$ cat config.mk
export PLATFORM = sky130hd
export DESIGN_NAME = edma_regs_flat
export DESIGN_NICKNAME = d
export VERILOG_FILES = /design/src/edma_pkg.sv /design/src/edma_if.sv /design/src/edma_regs.sv /design/src/flat_wrapper.sv
export VERILOG_INCLUDE_DIRS = /design/src /design/src/src
export SDC_FILE = /design/constraint.sdc
export NUM_CORES = 1
export LEC_CHECK = 0
export BUFFER_PORTS_ARGS = -buffer_cell sky130_fd_sc_hd__buf_4
export CAP_MARGIN = 30
export CORE_ASPECT_RATIO = 1.4
export CORE_MARGIN = 4
export CORE_UTILIZATION = 42
export CTS_BUF_LIST = sky130_fd_sc_hd__clkbuf_4 sky130_fd_sc_hd__clkbuf_8 sky130_fd_sc_hd__clkbuf_16
export DETAILED_ROUTE_END_ITERATION = 10
export GPL_TIMING_DRIVEN = 0
export HOLD_SLACK_MARGIN = 0.15
export PLACE_DENSITY = 0.82
export SLEW_MARGIN = 25
export SYNTH_ARGS = -nofsm -noshare
export SYNTH_HDL_FRONTEND = slang
export SYNTH_SLANG_ARGS = --single-unit
$ cat constraint.sdc
create_clock -name clk -period 1.4 [get_ports clk]
set_input_delay 0.28 -clock clk [delete_from_list [all_inputs] [get_ports clk]]
set_output_delay 0.28 -clock clk [all_outputs]
set_load 0.02 [all_outputs]
$ cat src/edma_params.svh
/*
 * dma engine sizing macros
 * data width, memory size, word address width, apb memory-window bit
 */
`ifndef EDMA_PARAMS_SVH
`define EDMA_PARAMS_SVH

// data path
`define EDMA_DW        32   // data and register width

// word memory
`define EDMA_MEM_DEPTH 256  // words
`define EDMA_AW        8    // word address, log2 of depth

// apb decode
`define EDMA_MEM_SEL   12   // paddr bit, set for the memory window

`endif
$ cat src/edma_pkg.sv
/*
 * shared dma types
 * sequencer states, register offsets, ctrl/status bits, descriptor fields
 */
`default_nettype none

package edma_pkg;

  typedef enum logic [2:0] {
    IDLE, FETCH0, FETCH1, FETCH2, FETCH3, INNER, OUTER, DONE
  } dma_state_e;

  // register word offsets, paddr[4:2]
  typedef enum logic [2:0] {
    REG_CTRL   = 3'd0,  // enable, manual
    REG_NEXT   = 3'd1,  // next descriptor address
    REG_STATUS = 3'd2,  // state, done flag (write 1 clears)
    REG_DCFG   = 3'd3,  // manual descriptor words 0..3
    REG_DCOUNT = 3'd4,
    REG_DSRC   = 3'd5,
    REG_DDST   = 3'd6
  } reg_addr_e;

  localparam int CTRL_EN     = 0;
  localparam int CTRL_MANUAL = 1;
  localparam int STAT_DONE   = 8;     // state sits in [2:0]

  // descriptor word 0
  localparam int D0_CHAIN      = 0;
  localparam int D0_STRIDE_LSB = 8;   // 15..8, words
  localparam int D0_NEXT_LSB   = 16;  // 31..16
  // descriptor word 1
  localparam int D1_INNER_LSB  = 0;   // 15..0
  localparam int D1_OUTER_LSB  = 16;  // 31..16
  localparam int CNT_W         = 16;  // both counts

endpackage

`default_nettype wire

$ cat src/edma_if.sv
/*
 * edma_cfg_if  configuration and status between the stages
 * edma_mem_if  one memory port with registered read data
 */
`default_nettype none
`include "edma_params.svh"

interface edma_cfg_if;
  import edma_pkg::*;

  logic                enable;      // ctrl bits
  logic                manual;
  logic [`EDMA_AW-1:0] next_descr;  // first descriptor word address
  logic [`EDMA_DW-1:0] dcfg;        // manual descriptor, words 0..3
  logic [`EDMA_DW-1:0] dcount;
  logic [`EDMA_DW-1:0] dsrc;
  logic [`EDMA_DW-1:0] ddst;
  logic                start;       // one cycle, enable rose
  dma_state_e          state;
  logic                done_pulse;  // last descriptor finished

  modport regs (output enable, manual, next_descr, dcfg, dcount, dsrc, ddst, start,
                input  state, done_pulse);
  modport ctrl (input  enable, manual, next_descr, start,
                output state, done_pulse);
  modport dp   (input  manual, dcfg, dcount, dsrc, ddst, start, state);
endinterface

interface edma_mem_if;
  logic                req;
  logic                we;
  logic [`EDMA_AW-1:0] addr;   // word address
  logic [`EDMA_DW-1:0] wdata;
  logic [`EDMA_DW-1:0] rdata;  // one cycle after a read req
  logic                gnt;    // request taken this cycle

  modport master (output req, we, addr, wdata, input rdata);
  modport host   (output req, we, addr, wdata, input rdata, gnt);
  modport slave  (input  req, we, addr, wdata, output rdata, gnt);
endinterface

`default_nettype wire

$ cat src/edma_regs.sv
/*
 * apb slave of the dma engine
 * control, pointer, status and manual descriptor registers,
 * memory window, sticky done flag and interrupt
 */
`default_nettype none
`include "edma_params.svh"

module edma_regs (
  input  wire                   clk,
  input  wire                   nreset,
  input  wire [`EDMA_MEM_SEL:0] paddr,
  input  wire                   psel,
  input  wire                   penable,
  input  wire                   pwrite,
  input  wire [`EDMA_DW-1:0]    pwdata,
  output logic [`EDMA_DW-1:0]   prdata,
  output logic                  pready,
  output logic                  pslverr,
  output logic                  irq,
  edma_cfg_if.regs              cfg,
  edma_mem_if.host              mem_host
);
  import edma_pkg::*;

  logic                enable;
  logic                manual;
  logic                en_q;       // enable, one cycle late
  logic                done;       // sticky
  logic [`EDMA_AW-1:0] next_descr;
  logic [`EDMA_DW-1:0] dcfg;
  logic [`EDMA_DW-1:0] dcount;
  logic [`EDMA_DW-1:0] dsrc;
  logic [`EDMA_DW-1:0] ddst;
  logic                mem_sel;    // paddr hits memory window
  logic                reg_wr;
  logic                mem_ack;    // window access took effect last cycle
  logic [`EDMA_DW-1:0] reg_rdata;
  reg_addr_e           reg_addr;

  assign mem_sel  = paddr[`EDMA_MEM_SEL];
  assign reg_addr = reg_addr_e'(paddr[4:2]);
  assign reg_wr   = psel & penable & pwrite & ~mem_sel;

  // ##########################################################################
  // control registers

  always_ff @(posedge clk or negedge nreset) begin
    if (!nreset) begin
      enable     <= 1'b0;
      manual     <= 1'b0;
      en_q       <= 1'b0;
      done       <= 1'b0;
      next_descr <= '0;
    end else begin
      en_q <= enable;
      if (reg_wr && reg_addr == REG_CTRL) begin
        enable <= pwdata[CTRL_EN];
        manual <= pwdata[CTRL_MANUAL];
      end
      if (reg_wr && reg_addr == REG_NEXT)
        next_descr <= pwdata[`EDMA_AW-1:0];
      if (cfg.done_pulse)                                    // set wins over clear
        done <= 1'b1;
      else if (reg_wr && reg_addr == REG_STATUS && pwdata[STAT_DONE])
        done <= 1'b0;
    end
  end

  // manual descriptor words
  always_ff @(posedge clk) begin
    if (reg_wr) begin
      case (reg_addr)
        REG_DCFG:   dcfg   <= pwdata;
        REG_DCOUNT: dcount <= pwdata;
        REG_DSRC:   dsrc   <= pwdata;
        REG_DDST:   ddst   <= pwdata;
        default: ;
      endcase
    end
  end

  always_comb begin
    reg_rdata = '0;                                          // unmapped reads 0
    case (reg_addr)
      REG_CTRL: begin
        reg_rdata[CTRL_EN]     = enable;
        reg_rdata[CTRL_MANUAL] = manual;
      end
      REG_NEXT:   reg_rdata[`EDMA_AW-1:0] = next_descr;
      REG_STATUS: begin
        reg_rdata[2:0]       = cfg.state;
        reg_rdata[STAT_DONE] = done;
      end
      REG_DCFG:   reg_rdata = dcfg;
      REG_DCOUNT: reg_rdata = dcount;
      REG_DSRC:   reg_rdata = dsrc;
      REG_DDST:   reg_rdata = ddst;
      default: ;
    endcase
  end

  // ##########################################################################
  // memory window

  // reads only while the engine leaves the read port alone
  assign mem_host.req   = psel & penable & mem_sel & ~mem_ack &
                          (pwrite | (cfg.state == IDLE) | (cfg.state == DONE));
  assign mem_host.we    = pwrite;
  assign mem_host.addr  = paddr[`EDMA_AW+1:2];               // byte to word
  assign mem_host.wdata = pwdata;

  always_ff @(posedge clk or negedge nreset) begin
    if (!nreset)
      mem_ack <= 1'b0;
    else
      mem_ack <= mem_host.req & mem_host.gnt;
  end

  assign pready  = (psel & penable & ~mem_sel) | mem_ack;    // regs never wait
  assign prdata  = mem_sel ? mem_host.rdata : reg_rdata;
  assign pslverr = 1'b0;
  assign irq     = done;

  assign cfg.enable     = enable;
  assign cfg.manual     = manual;
  assign cfg.next_descr = next_descr;
  assign cfg.dcfg       = dcfg;
  assign cfg.dcount     = dcount;
  assign cfg.dsrc       = dsrc;
  assign cfg.ddst       = ddst;
  assign cfg.start      = enable & ~en_q;                    // rising edge

  // the delayed window ack must still fall inside the transfer
  a_pready_psel: assert property (@(posedge clk) disable iff (!nreset)
    pready |-> psel);

endmodule

`default_nettype wire

$ cat src/flat_wrapper.sv
// flat-port wrapper written by rule: the top's interface ports become plain ports
module edma_regs_flat import edma_pkg::*;
  (clk, nreset, paddr, psel, penable, pwrite, pwdata, prdata, pready, pslverr, irq, cfg_enable, cfg_manual, cfg_next_descr, cfg_dcfg, cfg_dcount, cfg_dsrc, cfg_ddst, cfg_start, cfg_state, cfg_done_pulse, mem_host_req, mem_host_we, mem_host_addr, mem_host_wdata, mem_host_rdata, mem_host_gnt);
  edma_cfg_if cfg_i ();
  edma_mem_if mem_host_i ();
  input  wire clk;
  input  wire nreset;
  input  wire [`EDMA_MEM_SEL:0] paddr;
  input  wire psel;
  input  wire penable;
  input  wire pwrite;
  input  wire [`EDMA_DW-1:0] pwdata;
  output logic [`EDMA_DW-1:0] prdata;
  output logic pready;
  output logic pslverr;
  output logic irq;
  output wire logic [$bits(cfg_i.enable)-1:0] cfg_enable;
  output wire logic [$bits(cfg_i.manual)-1:0] cfg_manual;
  output wire logic [$bits(cfg_i.next_descr)-1:0] cfg_next_descr;
  output wire logic [$bits(cfg_i.dcfg)-1:0] cfg_dcfg;
  output wire logic [$bits(cfg_i.dcount)-1:0] cfg_dcount;
  output wire logic [$bits(cfg_i.dsrc)-1:0] cfg_dsrc;
  output wire logic [$bits(cfg_i.ddst)-1:0] cfg_ddst;
  output wire logic [$bits(cfg_i.start)-1:0] cfg_start;
  input wire logic [$bits(cfg_i.state)-1:0] cfg_state;
  input wire logic [$bits(cfg_i.done_pulse)-1:0] cfg_done_pulse;
  output wire logic [$bits(mem_host_i.req)-1:0] mem_host_req;
  output wire logic [$bits(mem_host_i.we)-1:0] mem_host_we;
  output wire logic [$bits(mem_host_i.addr)-1:0] mem_host_addr;
  output wire logic [$bits(mem_host_i.wdata)-1:0] mem_host_wdata;
  input wire logic [$bits(mem_host_i.rdata)-1:0] mem_host_rdata;
  input wire logic [$bits(mem_host_i.gnt)-1:0] mem_host_gnt;
  assign cfg_enable = cfg_i.enable;
  assign cfg_manual = cfg_i.manual;
  assign cfg_next_descr = cfg_i.next_descr;
  assign cfg_dcfg = cfg_i.dcfg;
  assign cfg_dcount = cfg_i.dcount;
  assign cfg_dsrc = cfg_i.dsrc;
  assign cfg_ddst = cfg_i.ddst;
  assign cfg_start = cfg_i.start;
  assign cfg_i.state = cfg_state;
  assign cfg_i.done_pulse = cfg_done_pulse;
  assign mem_host_req = mem_host_i.req;
  assign mem_host_we = mem_host_i.we;
  assign mem_host_addr = mem_host_i.addr;
  assign mem_host_wdata = mem_host_i.wdata;
  assign mem_host_i.rdata = mem_host_rdata;
  assign mem_host_i.gnt = mem_host_gnt;
  edma_regs u_core (.clk(clk), .nreset(nreset), .paddr(paddr), .psel(psel), .penable(penable), .pwrite(pwrite), .pwdata(pwdata), .prdata(prdata), .pready(pready), .pslverr(pslverr), .irq(irq), .cfg(cfg_i), .mem_host(mem_host_i));
endmodule
### Word-level counts from Yosys, hierarchy flattened

Cells that the tools add are included.

* bits in registers: 141
* input port bits: 87
* output and inout bits: 216

* equality and inequality tests: 7
* multiplexer cells: 8
* bitwise gates (word level): 15
* reduce and logical (&&, ||, !) cells: 11

Operators by type and width (count)
* $pmux W23 S4: 1
* $mux W32: 1
* $pmux W5 S5: 1
* $pmux W2 S7: 1
* $eq A3 B3 Y1 const B: 4
* $and A1 B1 Y1: 9
* $reduce_and A2 Y1: 4
* $eq A3 B2 Y1 const B: 2
* $logic_not A3 Y1: 2
* $pmux W1 S6: 1
* $pmux W1 S5: 1
* $logic_and A1 B1 Y1: 4
* $eq A3 B1 Y1 const B: 1
* $not A1 Y1: 3
* $or A1 B1 Y1: 3
* $mux W1: 2
* $reduce_bool A2 Y1: 1

### Depth between registers and ports, before layout

* depth after elaboration: 7
* depth in mapped cells: 8

### Worst setup path after synthesis

OpenSTA, ideal clock, no wires.

* path type: input to register
* from: input port paddr[2]
* to: register u_core.dcount[0] (netlist: u_core.cfg.dcount[0]), enable pin
* setup time: 461 ps
* data arrival time: 3009 ps
* required time: 939 ps
* path slack: -2070 ps
* cell stages on the path: 4
* path through: buf_6 -> nand2b_1 -> buf_2 -> nor3_1

* cells in the longest elaborated chain, start to end: 2

Ends and longest elaborated chain
* start, declared: line flat_wrapper.sv:8 `` input wire [`EDMA_MEM_SEL:0] paddr; ``
* $eq A3 B3 Y1: line edma_regs.sv:73 `case (reg_addr)`
* $reduce_and A2 Y1 (no source line)
* end signal, assigned: line edma_regs.sv:75 `REG_DCOUNT: dcount <= pwdata;`
* end, declared: line edma_regs.sv:32 `` logic [`EDMA_DW-1:0] dcount; ``

Every way passes these cells.
A chain may end at the register's enable or synchronous reset.

### Worst setup path in the final report

* from: register u_core.dcount[1] (netlist: u_core.cfg.dcount[1])
* to: output port prdata[1]

* cells in the longest elaborated chain, start to end: 2

Ends and longest elaborated chain
* $pmux W2 S7: line edma_regs.sv:85 `case (reg_addr)`
* $mux W32: line edma_regs.sv:121 `assign prdata = mem_sel ? mem_host.rdata : reg_rdata;`
* end, declared: line flat_wrapper.sv:13 `` output logic [`EDMA_DW-1:0] prdata; ``

Every way passes these cells.

==> flow_metrics.tcl <==
set metrics [dict create \
    avgSynthCellArea_um2 15.0 \
    grt_first_pass_wirelength_um 37200 \
    drv_slew 0 \
    wl_met1_um 9030 \
    setup_viol_count_final 87 \
    fmax_mhz 489 \
    drtAntennaViolNets 0 \
    grt_overflow 0 \
    antenna_found_initial 0 \
    io_buffers 289 \
    met2WireLength_um 14000 \
    endpoint "prdata[1]" \
    crit_cells 6 \
    r2r-start "u_core.mem_ack$_DFF_PN0_" \
    drt_iter0_drc 381 \
    finalHoldViolations 0 \
    yosys-top-cells-area "edfxtp_1, a22o_1, buf_4" \
    nFillCells 849 \
    syn-cell-area_um2 6290 \
    htree_levels 4 \
    synth_top_cell_by_area "edfxtp_1" \
    startpoint_type "flip-flop" \
    die_y_um 153 \
    die-area_um2 17000 \
    synth_top_area_share_pct 61.1 \
    cts.sinks 141 \
    vias 5743 \
    layout_setup_ws_ps -646 \
    comb_power_share_pct 18.4 \
    seq_power_share_pct 43.8 \
    total_leakage_power_nw 4.78 \
    violations "negative setup slack" \
    fin_worst_skew_ps 0.189 \
    syn_inst 418 \
    yosysUniqueCellTypes 45 \
    grt_pass1_vias 6093 \
    tritoncts.num_buffers 17 \
    synth_edf_count 128 \
    crit_path_max_incr_delay_ps 410 \
    gp_congestion 0.877 \
    max-cap-violations 0 \
    path_max_fanout 2 \
    clock_latency_ps 410 \
    rsz0062_at_grt "yes" \
    finalCriticalPeriod_ps 2050 \
    antenna_cells 0 \
    vias_per_cell 5.56 \
    drt-pass1-iter-count 5 \
    clockPowerShare_pct 37.9 \
    cellPowerDensity_nw_per_um2 974 \
    ys.flop_type "edfxtp_1" \
    slowest_stage "edfxtp_1" \
    cp_num_buf_inv 1 \
    area_delta_synth_final_pct 76.0 \
    cts_root_buffer "clkbuf_16" \
    place_hpwl_um 16700 \
    startpoint "u_core.cfg.dcount[1]$_DFFE_PP_" \
    seqCellArea_um2 4170 \
    met3_length_um 2100 \
    cts_max_path_buffers 2 \
    initial_core_util_pct 43.1 \
    wl_per_cell_um 25.6 \
    worstMarginPinSlew_ps 947 \
    cellInternalPower_mw 7.92 \
    maxSlewHeadroom_pct 36.9 \
    drc 0 \
    status "finished with violations" \
    placed_cells 904 \
    switching_share_pct 26.5 \
    syn_nets 505 \
    vdd_drop_max_mv 0.722 \
    reg2reg_to "u_core.mem_ack$_DFF_PN0_" \
    instances_no_fill 1033 \
    yosysWarnings 0 \
    r2r_slack_ps 460 \
    stdcell_area_um2 11100 \
    p_sw_mw 2.85 \
    ys_ff_latch 141 \
    synth.most_common_cell "edfxtp_1" \
    yosysSeqAreaShare_pct 66.3 \
    wl_um 26400 \
    dr.max_layer_used "met4" \
    placed_cell_area_um2 9070 \
    cp.arrival_ps 1770 \
    synthArstFlopShare_pct 9.22 \
    reg2regPathDepth 2 \
    drive_above_1_share_pct 63.5 \
    cp-end-kind "primary output" \
    hold_class "input port to flip-flop" \
    core_um2 14600 \
    nNetsFinal 918 \
    grt_max_degree 18 \
    worstPathCellList "mux2i_1 -> nor2_1 -> a31oi_1 -> o221ai_1 -> a22o_1 -> buf_4" \
    cts_tree "built" \
    die_x_um 111 \
    synth.top_cells.by_count "edfxtp_1, buf_4, a22o_1, mux2i_1, nand2_1" \
    cp.required_ps 1120 \
    path_clk_slew_ps 60 \
    fp-row-count 52 \
    grt_util_all_layers_pct 28.8 \
    critPathTopFamily "compound AO/OA/AOI/OAI gates" \
    multiInputGateArea_um2 2030 \
    io_pins 303 \
    crit_type "flip-flop to primary output" \
    period_share_pct 146 \
]
## sequential cells by signal, indices dropped and copies added, names as in the netlist
signal and cells:
u_core.cfg.ddst 32, u_core.cfg.dcount 32, u_core.cfg.dsrc 32, u_core.cfg.manual 1, u_core.cfg.dcfg 32, u_core.en_q 1, u_core.irq 1, u_core.mem_ack 1
u_core.cfg.next_descr 8, u_core.cfg.enable 1
## kinds of logic (layout without fill, tap and decap cells)
kind of cell / after synthesis / count (layout) / synth area share [%]
DFF: 141 / 141 / 66.3
muxes: 45 / 45 / 7.54
other: 1 / 1 / 0.0596
and+or+nand+nor: 52 / 52 / 4.99
AOI/OAI and AO/OA: 105 / 105 / 12.4
xor gates and xnor gates: 1 / 1 / 0.139
buffers and inverters: 73 / 499 / 8.58
## cell usage in the layout (no fill, tap or decap), drive strengths merged, types with 6 or more instances in the layout
cell type	count
clkbuf	25
clkinv	6
nand2	22
mux2i	29
mux2	16
clkinvlp	6
edfxtp	128
o22ai	10
a22o	38
a22oi	12
nor2	10
buf	420
nor3	6
a221oi	11
dlygate4sd3	37
o21ai	18
dfrtp	13
## worst reg2reg max path, stage by stage, from the launching register on
cell,delay [ps]
dfrtp_1,420
nor4b_4,290
and2_1,170
## routing by layer
layer,vias up,track usage (%)
met1,2825,32.2
met5,-,0
li1,2424,-
met4,0,14.0
met2,404,50.7
met3,90,7.19
## cell type report
cell class | count | area share, %
sequential | 141 | 37.7
timing repair buffer | 394 | 31.3
multi-input combinational | 204 | 18.3
buffer | 70 | 5.68
clock buffer | 18 | 3.91
tap | 189 | 2.14
clock inverter | 14 | 0.848
inverter | 3 | 0.124
## power by group through the flow
stage | sequential, mW | combinational, mW | clock (mW)
floorplan | 4.87 | 0.785 | 0
global placement | 4.79 | 1.55 | 0
detailed placement | 4.80 | 1.59 | 0
CTS | 4.71 | 1.82 | 4.07
global route | 4.72 | 2.06 | 4.32
finish | 4.72 | 1.98 | 4.08
## timing repair
action / 4_1_cts / 5_1_grt
gates resized for setup: 51 / 78
hold buffers: 37 / 0
pin swaps: 20 / 29
setup endpoints to repair: 135 / 116
cloned: 4 / 2
hold endpoints to repair: 151 / 0
setup buffers: 38 / 27
## worst min path at each step
stage	from	to	depth (start not counted)
2_1_floorplan	nreset	u_core.cfg.enable$_DFFE_PN0P_	0
3_3_place_gp	nreset	u_core.cfg.next_descr[5]$_DFFE_PN0P_	1
3_5_place_dp	nreset	u_core.cfg.next_descr[5]$_DFFE_PN0P_	1
4_1_cts	pwdata[8]	u_core.irq$_DFFE_PN0P_	3
5_1_grt	pwdata[8]	u_core.irq$_DFFE_PN0P_	3
6_report	pwdata[8]	u_core.irq$_DFFE_PN0P_	3
## metrics by stage
step | worst slack (ps) | total power, mW | hold slack, ps | util [%] | setup TNS, ps
after global placement | -1420 | 6.35 | 146 | 61.5 | -168480
after CTS | -628 | 10.6 | 209 | 72.5 | -31550
after global routing | -704 | 11.1 | 225 | 75.9 | -24610
final | -646 | 10.8 | 223 | 75.9 | -22020
after detailed placement | -715 | 6.38 | 146 | 62.3 | -85710
after floorplan | -519 | 5.65 | -15.6 | - | -64090
Note: power is estimated with default switching activity, not from simulation.
