`src/edma_params.svh`:
```
/*
 * dma engine sizing macros
 * data width, memory size, word address width, apb memory-window bit
 */
`ifndef EDMA_PARAMS_SVH
`define EDMA_PARAMS_SVH

// data path
`define EDMA_DW        32   // data and register width

// word memory
`define EDMA_MEM_DEPTH 256  // words
`define EDMA_AW        8    // word address, log2 of depth

// apb decode
`define EDMA_MEM_SEL   12   // paddr bit, set for the memory window

`endif
```
`src/edma_pkg.sv`:
```
/*
 * shared dma types
 * sequencer states, register offsets, ctrl/status bits, descriptor fields
 */
`default_nettype none

package edma_pkg;

  typedef enum logic [2:0] {
    IDLE, FETCH0, FETCH1, FETCH2, FETCH3, INNER, OUTER, DONE
  } dma_state_e;

  // register word offsets, paddr[4:2]
  typedef enum logic [2:0] {
    REG_CTRL   = 3'd0,  // enable, manual
    REG_NEXT   = 3'd1,  // next descriptor address
    REG_STATUS = 3'd2,  // state, done flag (write 1 clears)
    REG_DCFG   = 3'd3,  // manual descriptor words 0..3
    REG_DCOUNT = 3'd4,
    REG_DSRC   = 3'd5,
    REG_DDST   = 3'd6
  } reg_addr_e;

  localparam int CTRL_EN     = 0;
  localparam int CTRL_MANUAL = 1;
  localparam int STAT_DONE   = 8;     // state sits in [2:0]

  // descriptor word 0
  localparam int D0_CHAIN      = 0;
  localparam int D0_STRIDE_LSB = 8;   // 15..8, words
  localparam int D0_NEXT_LSB   = 16;  // 31..16
  // descriptor word 1
  localparam int D1_INNER_LSB  = 0;   // 15..0
  localparam int D1_OUTER_LSB  = 16;  // 31..16
  localparam int CNT_W         = 16;  // both counts

endpackage

`default_nettype wire

```
`src/edma_if.sv`:
```
/*
 * edma_cfg_if  configuration and status between the stages
 * edma_mem_if  one memory port with registered read data
 */
`default_nettype none
`include "edma_params.svh"

interface edma_cfg_if;
  import edma_pkg::*;

  logic                enable;      // ctrl bits
  logic                manual;
  logic [`EDMA_AW-1:0] next_descr;  // first descriptor word address
  logic [`EDMA_DW-1:0] dcfg;        // manual descriptor, words 0..3
  logic [`EDMA_DW-1:0] dcount;
  logic [`EDMA_DW-1:0] dsrc;
  logic [`EDMA_DW-1:0] ddst;
  logic                start;       // one cycle, enable rose
  dma_state_e          state;
  logic                done_pulse;  // last descriptor finished

  modport regs (output enable, manual, next_descr, dcfg, dcount, dsrc, ddst, start,
                input  state, done_pulse);
  modport ctrl (input  enable, manual, next_descr, start,
                output state, done_pulse);
  modport dp   (input  manual, dcfg, dcount, dsrc, ddst, start, state);
endinterface

interface edma_mem_if;
  logic                req;
  logic                we;
  logic [`EDMA_AW-1:0] addr;   // word address
  logic [`EDMA_DW-1:0] wdata;
  logic [`EDMA_DW-1:0] rdata;  // one cycle after a read req
  logic                gnt;    // request taken this cycle

  modport master (output req, we, addr, wdata, input rdata);
  modport host   (output req, we, addr, wdata, input rdata, gnt);
  modport slave  (input  req, we, addr, wdata, output rdata, gnt);
endinterface

`default_nettype wire

```
`src/edma_datapath.sv`:
```
/*
 * dma datapath
 * descriptor capture, pointers and counters,
 * read stage then write stage copy pipeline
 */
`default_nettype none
`include "edma_params.svh"

module edma_datapath (
  input  wire                 clk,
  input  wire                 nreset,
  edma_cfg_if.dp              cfg,
  edma_mem_if.master          rd_req,
  edma_mem_if.master          wr_port,
  input  wire [`EDMA_DW-1:0]  rd_data,
  output logic                inner_zero,
  output logic                outer_zero,
  output logic                chain,
  output logic [`EDMA_AW-1:0] next_ptr
);
  import edma_pkg::*;

  dma_state_e          st_q;       // state one cycle back
  logic                fresh_q;    // st_q had just been entered
  logic                cap;        // rd_data holds a fetched word
  logic                load_man;   // manual start, all words at once
  logic                ld0;
  logic                ld1;
  logic                ld2;
  logic                ld3;
  logic [`EDMA_DW-1:0] w0;
  logic [`EDMA_DW-1:0] w1;
  logic [`EDMA_DW-1:0] w2;
  logic [`EDMA_DW-1:0] w3;
  logic [`EDMA_AW-1:0] stride;
  logic [CNT_W-1:0]    inner_ld;   // row length reload
  logic [CNT_W-1:0]    inner_cnt;
  logic [CNT_W-1:0]    outer_cnt;
  logic [`EDMA_AW-1:0] src_ptr;
  logic [`EDMA_AW-1:0] dst_ptr;
  logic                rd_go;
  logic                wr_vld_q;   // write stage
  logic [`EDMA_AW-1:0] wr_addr_q;

  // fetched word lands one cycle after its FETCH state, once
  assign cap      = fresh_q & (st_q inside {FETCH0, FETCH1, FETCH2, FETCH3});
  assign load_man = cfg.start & cfg.manual & (cfg.state == IDLE);

  assign ld0 = load_man | (cap & (st_q == FETCH0));
  assign ld1 = load_man | (cap & (st_q == FETCH1));
  assign ld2 = load_man | (cap & (st_q == FETCH2));
  assign ld3 = load_man | (cap & (st_q == FETCH3));
  assign w0  = load_man ? cfg.dcfg   : rd_data;
  assign w1  = load_man ? cfg.dcount : rd_data;
  assign w2  = load_man ? cfg.dsrc   : rd_data;
  assign w3  = load_man ? cfg.ddst   : rd_data;

  assign rd_go = (cfg.state == INNER);                       // one read per cycle

  always_ff @(posedge clk or negedge nreset) begin
    if (!nreset) begin
      st_q     <= IDLE;
      fresh_q  <= 1'b0;
      wr_vld_q <= 1'b0;
    end else begin
      st_q     <= cfg.state;
      fresh_q  <= (cfg.state != st_q);
      wr_vld_q <= rd_go;
    end
  end

  // ##########################################################################
  // descriptor, pointers, counters

  always_ff @(posedge clk) begin
    if (ld0) begin
      chain    <= w0[D0_CHAIN];
      stride   <= w0[D0_STRIDE_LSB +: `EDMA_AW];
      next_ptr <= w0[D0_NEXT_LSB +: `EDMA_AW];
    end
    if (ld1) begin
      inner_ld  <= w1[D1_INNER_LSB +: CNT_W];
      inner_cnt <= w1[D1_INNER_LSB +: CNT_W];
      outer_cnt <= w1[D1_OUTER_LSB +: CNT_W];
    end
    if (ld2)
      src_ptr <= w2[`EDMA_AW-1:0];
    if (ld3)
      dst_ptr <= w3[`EDMA_AW-1:0];
    if (rd_go) begin
      src_ptr   <= src_ptr + 1'b1;
      dst_ptr   <= dst_ptr + 1'b1;
      wr_addr_q <= dst_ptr;                                  // travels with the read
      if (!inner_zero)
        inner_cnt <= inner_cnt - 1'b1;
    end
    if (cfg.state == OUTER) begin
      outer_cnt <= outer_cnt - 1'b1;
      inner_cnt <= inner_ld;
      src_ptr   <= src_ptr + stride;                         // skip the gap
      dst_ptr   <= dst_ptr + stride;
    end
  end

  assign inner_zero = (inner_cnt == '0);
  assign outer_zero = (outer_cnt == '0);

  // read stage
  assign rd_req.req   = rd_go;
  assign rd_req.we    = 1'b0;
  assign rd_req.addr  = src_ptr;
  assign rd_req.wdata = '0;

  // write stage, data straight from the memory read register
  assign wr_port.req   = wr_vld_q;
  assign wr_port.we    = 1'b1;
  assign wr_port.addr  = wr_addr_q;
  assign wr_port.wdata = rd_data;

  a_wr_after_rd: assert property (@(posedge clk) disable iff (!nreset)
    wr_port.req |-> $past(rd_req.req));

endmodule

`default_nettype wire

```
`src/flat_wrapper.sv`:
```
// flat-port wrapper written by rule: the top's interface ports become plain ports
module edma_datapath_flat import edma_pkg::*;
  (clk, nreset, rd_data, inner_zero, outer_zero, chain, next_ptr, cfg_manual, cfg_dcfg, cfg_dcount, cfg_dsrc, cfg_ddst, cfg_start, cfg_state, rd_req_req, rd_req_we, rd_req_addr, rd_req_wdata, rd_req_rdata, wr_port_req, wr_port_we, wr_port_addr, wr_port_wdata, wr_port_rdata);
  edma_cfg_if cfg_i ();
  edma_mem_if rd_req_i ();
  edma_mem_if wr_port_i ();
  input  wire clk;
  input  wire nreset;
  input  wire [`EDMA_DW-1:0] rd_data;
  output logic inner_zero;
  output logic outer_zero;
  output logic chain;
  output logic [`EDMA_AW-1:0] next_ptr;
  input wire logic [$bits(cfg_i.manual)-1:0] cfg_manual;
  input wire logic [$bits(cfg_i.dcfg)-1:0] cfg_dcfg;
  input wire logic [$bits(cfg_i.dcount)-1:0] cfg_dcount;
  input wire logic [$bits(cfg_i.dsrc)-1:0] cfg_dsrc;
  input wire logic [$bits(cfg_i.ddst)-1:0] cfg_ddst;
  input wire logic [$bits(cfg_i.start)-1:0] cfg_start;
  input wire logic [$bits(cfg_i.state)-1:0] cfg_state;
  output wire logic [$bits(rd_req_i.req)-1:0] rd_req_req;
  output wire logic [$bits(rd_req_i.we)-1:0] rd_req_we;
  output wire logic [$bits(rd_req_i.addr)-1:0] rd_req_addr;
  output wire logic [$bits(rd_req_i.wdata)-1:0] rd_req_wdata;
  input wire logic [$bits(rd_req_i.rdata)-1:0] rd_req_rdata;
  output wire logic [$bits(wr_port_i.req)-1:0] wr_port_req;
  output wire logic [$bits(wr_port_i.we)-1:0] wr_port_we;
  output wire logic [$bits(wr_port_i.addr)-1:0] wr_port_addr;
  output wire logic [$bits(wr_port_i.wdata)-1:0] wr_port_wdata;
  input wire logic [$bits(wr_port_i.rdata)-1:0] wr_port_rdata;
  assign cfg_i.manual = cfg_manual;
  assign cfg_i.dcfg = cfg_dcfg;
  assign cfg_i.dcount = cfg_dcount;
  assign cfg_i.dsrc = cfg_dsrc;
  assign cfg_i.ddst = cfg_ddst;
  assign cfg_i.start = cfg_start;
  assign cfg_i.state = cfg_state;
  assign rd_req_req = rd_req_i.req;
  assign rd_req_we = rd_req_i.we;
  assign rd_req_addr = rd_req_i.addr;
  assign rd_req_wdata = rd_req_i.wdata;
  assign rd_req_i.rdata = rd_req_rdata;
  assign wr_port_req = wr_port_i.req;
  assign wr_port_we = wr_port_i.we;
  assign wr_port_addr = wr_port_i.addr;
  assign wr_port_wdata = wr_port_i.wdata;
  assign wr_port_i.rdata = wr_port_rdata;
  edma_datapath u_core (.clk(clk), .nreset(nreset), .cfg(cfg_i), .rd_req(rd_req_i), .wr_port(wr_port_i), .rd_data(rd_data), .inner_zero(inner_zero), .outer_zero(outer_zero), .chain(chain), .next_ptr(next_ptr));
endmodule
```
`config.mk`:
```
export PLATFORM = sky130hd
export DESIGN_NAME = edma_datapath_flat
export DESIGN_NICKNAME = d
export VERILOG_FILES = /design/src/edma_pkg.sv /design/src/edma_if.sv /design/src/edma_datapath.sv /design/src/flat_wrapper.sv
export VERILOG_INCLUDE_DIRS = /design/src /design/src/src
export SDC_FILE = /design/constraint.sdc
export NUM_CORES = 1
export LEC_CHECK = 0
export ABC_AREA = 0
export BUFFER_PORTS_ARGS = -buffer_cell sky130_fd_sc_hd__buf_2
export CAP_MARGIN = 20
export CORE_UTILIZATION = 35
export CTS_CLUSTER_DIAMETER = 40
export CTS_CLUSTER_SIZE = 14
export DETAILED_ROUTE_END_ITERATION = 6
export SETUP_SLACK_MARGIN = 0.02
export SLEW_MARGIN = 10
export SYNTH_ARGS = -nofsm -noshare
export SYNTH_HDL_FRONTEND = slang
export SYNTH_SLANG_ARGS = --single-unit
```
`constraint.sdc`:
```
create_clock -name clk -period 6.14 [get_ports clk]
set_clock_uncertainty 0.05 [all_clocks]
set_input_delay 0 -clock clk [delete_from_list [all_inputs] [get_ports clk]]
set_output_delay 0 -clock clk [all_outputs]
set_load 0.005 [all_outputs]
```
Word level (Yosys, flattened, before mapping)
Cells that the tools add are included.
- multipliers: 0
- bitwise logic cells: 11
- shifts and indexed selects: 0
- add/subtract/negate cells: 6
- reductions and logical operators: 7
- equality and inequality tests: 7
- multiplexer cells: 16
- magnitude comparators: 0
- div/mod/pow operators: 0
- operators by type and width (operator ; number):
    16-bit 2-to-1 mux ; 6
    8-bit 2-to-1 mux ; 8
    16-bit logical NOT ; 2
    32-bit 2-to-1 mux ; 1
    16-bit by 1-bit subtractor with 16-bit output (second input constant) ; 2
    24-bit 2-to-1 mux ; 1
    8-bit by 1-bit adder with 8-bit output (second input constant) ; 2
    8-bit adder ; 2
    3-bit equality test (second input constant) ; 3
    1-bit bitwise AND ; 7
    3-bit by 2-bit equality test with 1-bit output (second input constant) ; 2
    3-bit nonzero test ; 2
    1-bit OR ; 4
    4-bit nonzero test ; 1
    3-bit by 1-bit equality test with 1-bit output (second input constant) ; 1
    3-bit logical NOT ; 1
    3-bit inequality test ; 1
    2-bit nonzero test ; 1
- logic and storage cells: 59
- memories: 0
- bits of input ports: 231
- memory bits (writable): 0
- output and inout port bits: 95
- bits in latches: 0
- bits in read-only memories: 0
- flip-flop bits (word level): 94

Logic depth before layout (Yosys ltp)
- depth after elaboration: 9
- mapped depth: 8
- gate-level depth less buffers: 8

Worst setup path before layout
OpenSTA, ideal clock, no wires.
- path type: register -> register
- start point: reg u_core.st_q[2]
- end point: reg u_core.chain, enable pin
- arrival: 1.821 ns
- setup slack: 3.855 ns
- setup time: 0.415 ns
- path buffers: 0
- stages on the path, launching flop included: 3
- cell sequence: dfrtp_1 -> nand3b_1 -> o21ai_0
- cells in the longest elaborated chain, start to end: 5
- elaborated cells on any way between the ends: 8
- ends and longest elaborated chain (element ; line ; RTL):
    start, declared ; edma_datapath.sv:23 ; dma_state_e st_q;
    start signal, assigned ; edma_datapath.sv:66 ; st_q <= cfg.state;
    3-bit by 1-bit equality test with 1-bit output (tied with other cells) ; edma_datapath.sv:46, edma_datapath.sv:49 ;
    4-bit nonzero test ; edma_datapath.sv:46 ; assign cap = fresh_q & (st_q inside {FETCH0, FETCH1, FETCH2, FETCH3});
    1-bit bitwise AND ; edma_datapath.sv:46 ;
    1-bit bitwise AND * ; edma_datapath.sv:49 ; assign ld0 = load_man | (cap & (st_q == FETCH0));
    1-bit OR * ; edma_datapath.sv:49 ;
    via u_core.ld0 ; edma_datapath.sv:27 ; logic ld0;
    end signal, assigned ; edma_datapath.sv:77 ; chain <= w0[D0_CHAIN];
    end, declared ; edma_datapath.sv:18 ; output logic chain,
Mark *: on every way through the listed nets, which the timed path passes. The rest lies on a longest branch.
A chain may end at the register's enable or synchronous reset.

Final worst setup path
- start point: in cfg_state[0]
- end point: reg u_core.outer_cnt[8], data pin
- cells in the longest elaborated chain, start to end: 5
- elaborated cells on any way between the ends: 6
- ends and longest elaborated chain (element ; line ; RTL):
    start, declared ; flat_wrapper.sv:20 ; input wire logic [$bits(cfg_i.state)-1:0] cfg_state;
    3-bit logical NOT ; edma_datapath.sv:47 ; assign load_man = cfg.start & cfg.manual & (cfg.state == IDLE);
    1-bit bitwise AND ; edma_datapath.sv:47 ;
    32-bit 2-to-1 mux ; edma_datapath.sv:54 ; assign w1 = load_man ? cfg.dcount : rd_data;
    16-bit 2-to-1 mux ; edma_datapath.sv:81 ; if (ld1) begin
    16-bit 2-to-1 mux * ; edma_datapath.sv:97 ; if (cfg.state == OUTER) begin
    end signal, assigned ; edma_datapath.sv:84 ; outer_cnt <= w1[D1_OUTER_LSB +: CNT_W];
    end signal, assigned ; edma_datapath.sv:98 ; outer_cnt <= outer_cnt - 1'b1;
    end, declared ; edma_datapath.sv:38 ; logic [CNT_W-1:0] outer_cnt;
Every way passes the cells marked *; elsewhere a longest branch is shown, timed or not. The select of a mux whose other input is x is not followed.

==> run metrics <==
combinational fraction of design power 20.4%; Clock Tree Buf Depth 2; top_reg_cell synth edfxtp_1; Post-synth EDFFs 73; min cycle time layout 2.73 ns; run status finished clean; simple-gate share of the synthesized area 20.6%; CP max FO 44; FF+latch count, synth 94; critical path's top delay family buffers and inverters; Synth top area share 34.0%; startpoint types input port; slowest CP cell dlygate4sd3_1; Antenna Cells 0; Post-Synth Adder-Cell Area 4.50%; hold wc startpoint rd_data[14]; core area 18000 µm²; die area 19000 µm²; RSZ-0062 raised after global routing no; period utilization 44.5%; DR top layer met4; gpl congestion 0.858; FP Rows 49; H-tree levels 3; Yosys warnings 0; first-pass GRT wire length 27.8 mm; sequential-to-total area share from yosys stat 40.9%; post-synthesis mux area share 4.09%; M1 WL 8.33 mm; vias per cell 5.05; Resize count post-CTS 0; Buf/Inv on CP 4; Post CTS Setup Buffer Count 0; largest family of logic cells by synthesized area simple AND/OR/NAND/NOR gates; Routed Antenna Nets 0; final setup vio count 0; fin nets 1139; Tot GR Track Use 19.5%; fraction of layout cells with a size suffix above 1 23.8%; Post-DP HPWL 12.5 mm; Finished Core Util 45.2%; worst skew pair latency 0.35 ns; Max Slew Vio Count 0; P&R area growth vs syn 26.3%; drt pass-1 iters 5; worst reg2reg path startpoint u_core.outer_cnt[4]; worst hold path type in -> reg; Worst path most repeated cell dlygate4sd3_1; Worst-Margin Slew 1.07 ns; drt wl/cell 16.2 µm; Initial Util 35.8%; CP max stage delay 0.56 ns; height of the die 138 µm; Critical Path AT 2.91 ns; CP Cell Sequence dlygate4sd3_1 > buf_2 > nand4bb_1 > nor2_4 > buf_4 > nand2_1 > a31oi_1 > dlygate4sd3_1; LEAKAGE 3.49 nW; wire length on met2 8.50 mm; CTS tree yes; VDD IR max 0.162 mV; Rel. slew slack 28.5%; WS Path Type in -> reg; area leader, netlist edfxtp_1; complex-gate fraction of the synthesized area 12.8%; post-synthesis cell count 704; post-synthesis cell type count 68; Final Hold Viols 0; Root Driver clkbuf_16; share of power burned in the clock network 36.3%; Post-Synth XOR/XNOR Area 6.25%; initial antenna violation count 0; largest net degree at the start of global routing 63; Iter 0 DRT Violations 312; vias in the first global route 5289; PortBufs 164; GRT Residual Overflow 0; DRC 0; Die W 138 µm; post-synthesis cell area 6450 µm²; FFs w/ async S/R, synth 5.32%; WL final 18.2 mm; register clock-pin slew on the reported worst setup and hold paths 0.07 ns; I/O pin cnt 326; max cap viols 0; internal power 1.39 mW; Synth area leaders edfxtp_1 34%, nand2_1 9.0%, buf_4 7.9%; required time worst endpoint 6.32 ns; Sink Count 94; Total Neg Setup Slack 0 ns; CTS Buf Count 9; Vias 5653; Syn Area/Cell 9.16 µm²; wire length on met3 1.16 mm; CP endpoint kind register; Pwr per Cell Area 234 nW/µm²; CP Launch Point cfg_state[0]; Seq pwr share 43.3%; Psw 0.514 mW; cts hold-fix bufs 67; Sw Ratio 27.0%; fmax 366 MHz
[kinds of logic after synthesis]
group | Yosys count
buffers and inverters | 112
muxes | 25
AOI/OAI and AO/OA | 121
DFF | 94
and+or+nand+nor | 282
other | 2
adders and majority gates | 22
xor gates and xnor gates | 46
[synth_stat cells, drive strengths merged, types with 5 or more instances]
master / n
nand2b: 5
nand3: 25
nand2: 154
edfxtp: 73
a22o: 7
a211oi: 5
and3: 10
xor2: 18
a21oi: 20
mux2: 11
nor3: 15
or3: 6
o21ai: 31
dfrtp: 5
o211ai: 5
a311oi: 7
buf: 85
clkbuf: 13
a31oi: 8
nor2: 39
nor4: 6
mux2i: 14
inv: 14
xnor2: 28
ha: 20
dfxtp: 16
[power groups by stage]
stage                     Sequential, mW  Clock, mW  Combinational, mW
final                              0.824      0.691              0.388
after global routing               0.833      0.722              0.437
after CTS                          0.823      0.702              0.389
after detailed placement           0.836          0              0.351
after global placement             0.835          0              0.347
after floorplan                    0.819          0              0.267
[cell type report]
class                      instances  area (µm²)
clock buffer                      10         229
clock inverter                     6         133
fill                            1786        9880
inverter                          14        52.6
multi-input combinational        530        3270
sequential                        94        2640
tap                              229         287
timing repair buffer             237        1540
[layout by cell type, fill, tap and decap left out, types with 8 or more instances in the layout]
cell,n
a21oi_1,20
a31oi_1,8
and3_1,10
buf_2,164
clkbuf_16,9
conb_1,34
dfxtp_1,16
dlygate4sd3_1,67
edfxtp_1,73
ha_1,20
inv_1,14
mux2_2,11
mux2i_1,14
nand2_1,154
nand3_1,25
nor2_1,37
nor3_1,14
o21ai_0,27
xnor2_1,28
xor2_1,18
[registers in the layout, summed over array words and instances (netlist names)]
| name | flops |
|---|---|
| u_core.inner_cnt | 16 |
| u_core.inner_ld | 16 |
| u_core.outer_cnt | 16 |
| u_core.dst_ptr | 8 |
| u_core.next_ptr | 8 |
| u_core.rd_req.addr | 8 |
| u_core.stride | 8 |
| u_core.wr_port.addr | 8 |
| u_core.st_q | 3 |
| u_core.chain | 1 |
| u_core.fresh_q | 1 |
| u_core.wr_port.req | 1 |
[metrics by stage]
stage / instance area (µm²) / setup slack [ns] / hold slack, ns / total power, mW / cells
3_3_place_gp: 7110 / 3.66 / -0.226 / 1.18 / 1037
2_1_floorplan: 6570 / 3.85 / -0.346 / 1.09 / 736
5_1_grt: 8150 / 3.23 / 0.0246 / 1.99 / 1120
4_1_cts: 8150 / 3.44 / 0.000193 / 1.91 / 1120
6_report: 8150 / 3.41 / 0.00504 / 1.90 / 1120
3_5_place_dp: 7110 / 3.64 / -0.227 / 1.19 / 1037
[final timing paths]
check,endpoint,slack [ns],cells after the start
setup reg to reg,u_core.outer_cnt[8],3.65,6
setup / recovery,u_core.outer_cnt[8],3.41,8
hold / removal,u_core.stride[6],0.005,3
hold reg to reg,u_core.inner_cnt[3],0.41,2
max in group asynchronous,u_core.wr_port.req,5.33,3
min in group asynchronous,u_core.st_q[2],0.51,3
[per-layer routing]
metal / vias up / track usage [%]
met2: 187 / 31.7
met5: - / 0
met1: 2697 / 26.6
met4: 0 / 4.89
met3: 13 / 3.57
li1: 2756 / -
[worst reg2reg max path, delay by kind of cell (launching register included)]
family	cells	cell delay, ns
flip-flops	1	0.46
AND/OR/NAND/NOR	3	0.91
AO/OA/AOI/OAI	1	0.05
XOR/XNOR	1	0.20
buffers and inverters	1	0.59
(Power assumes the default switching activity.)
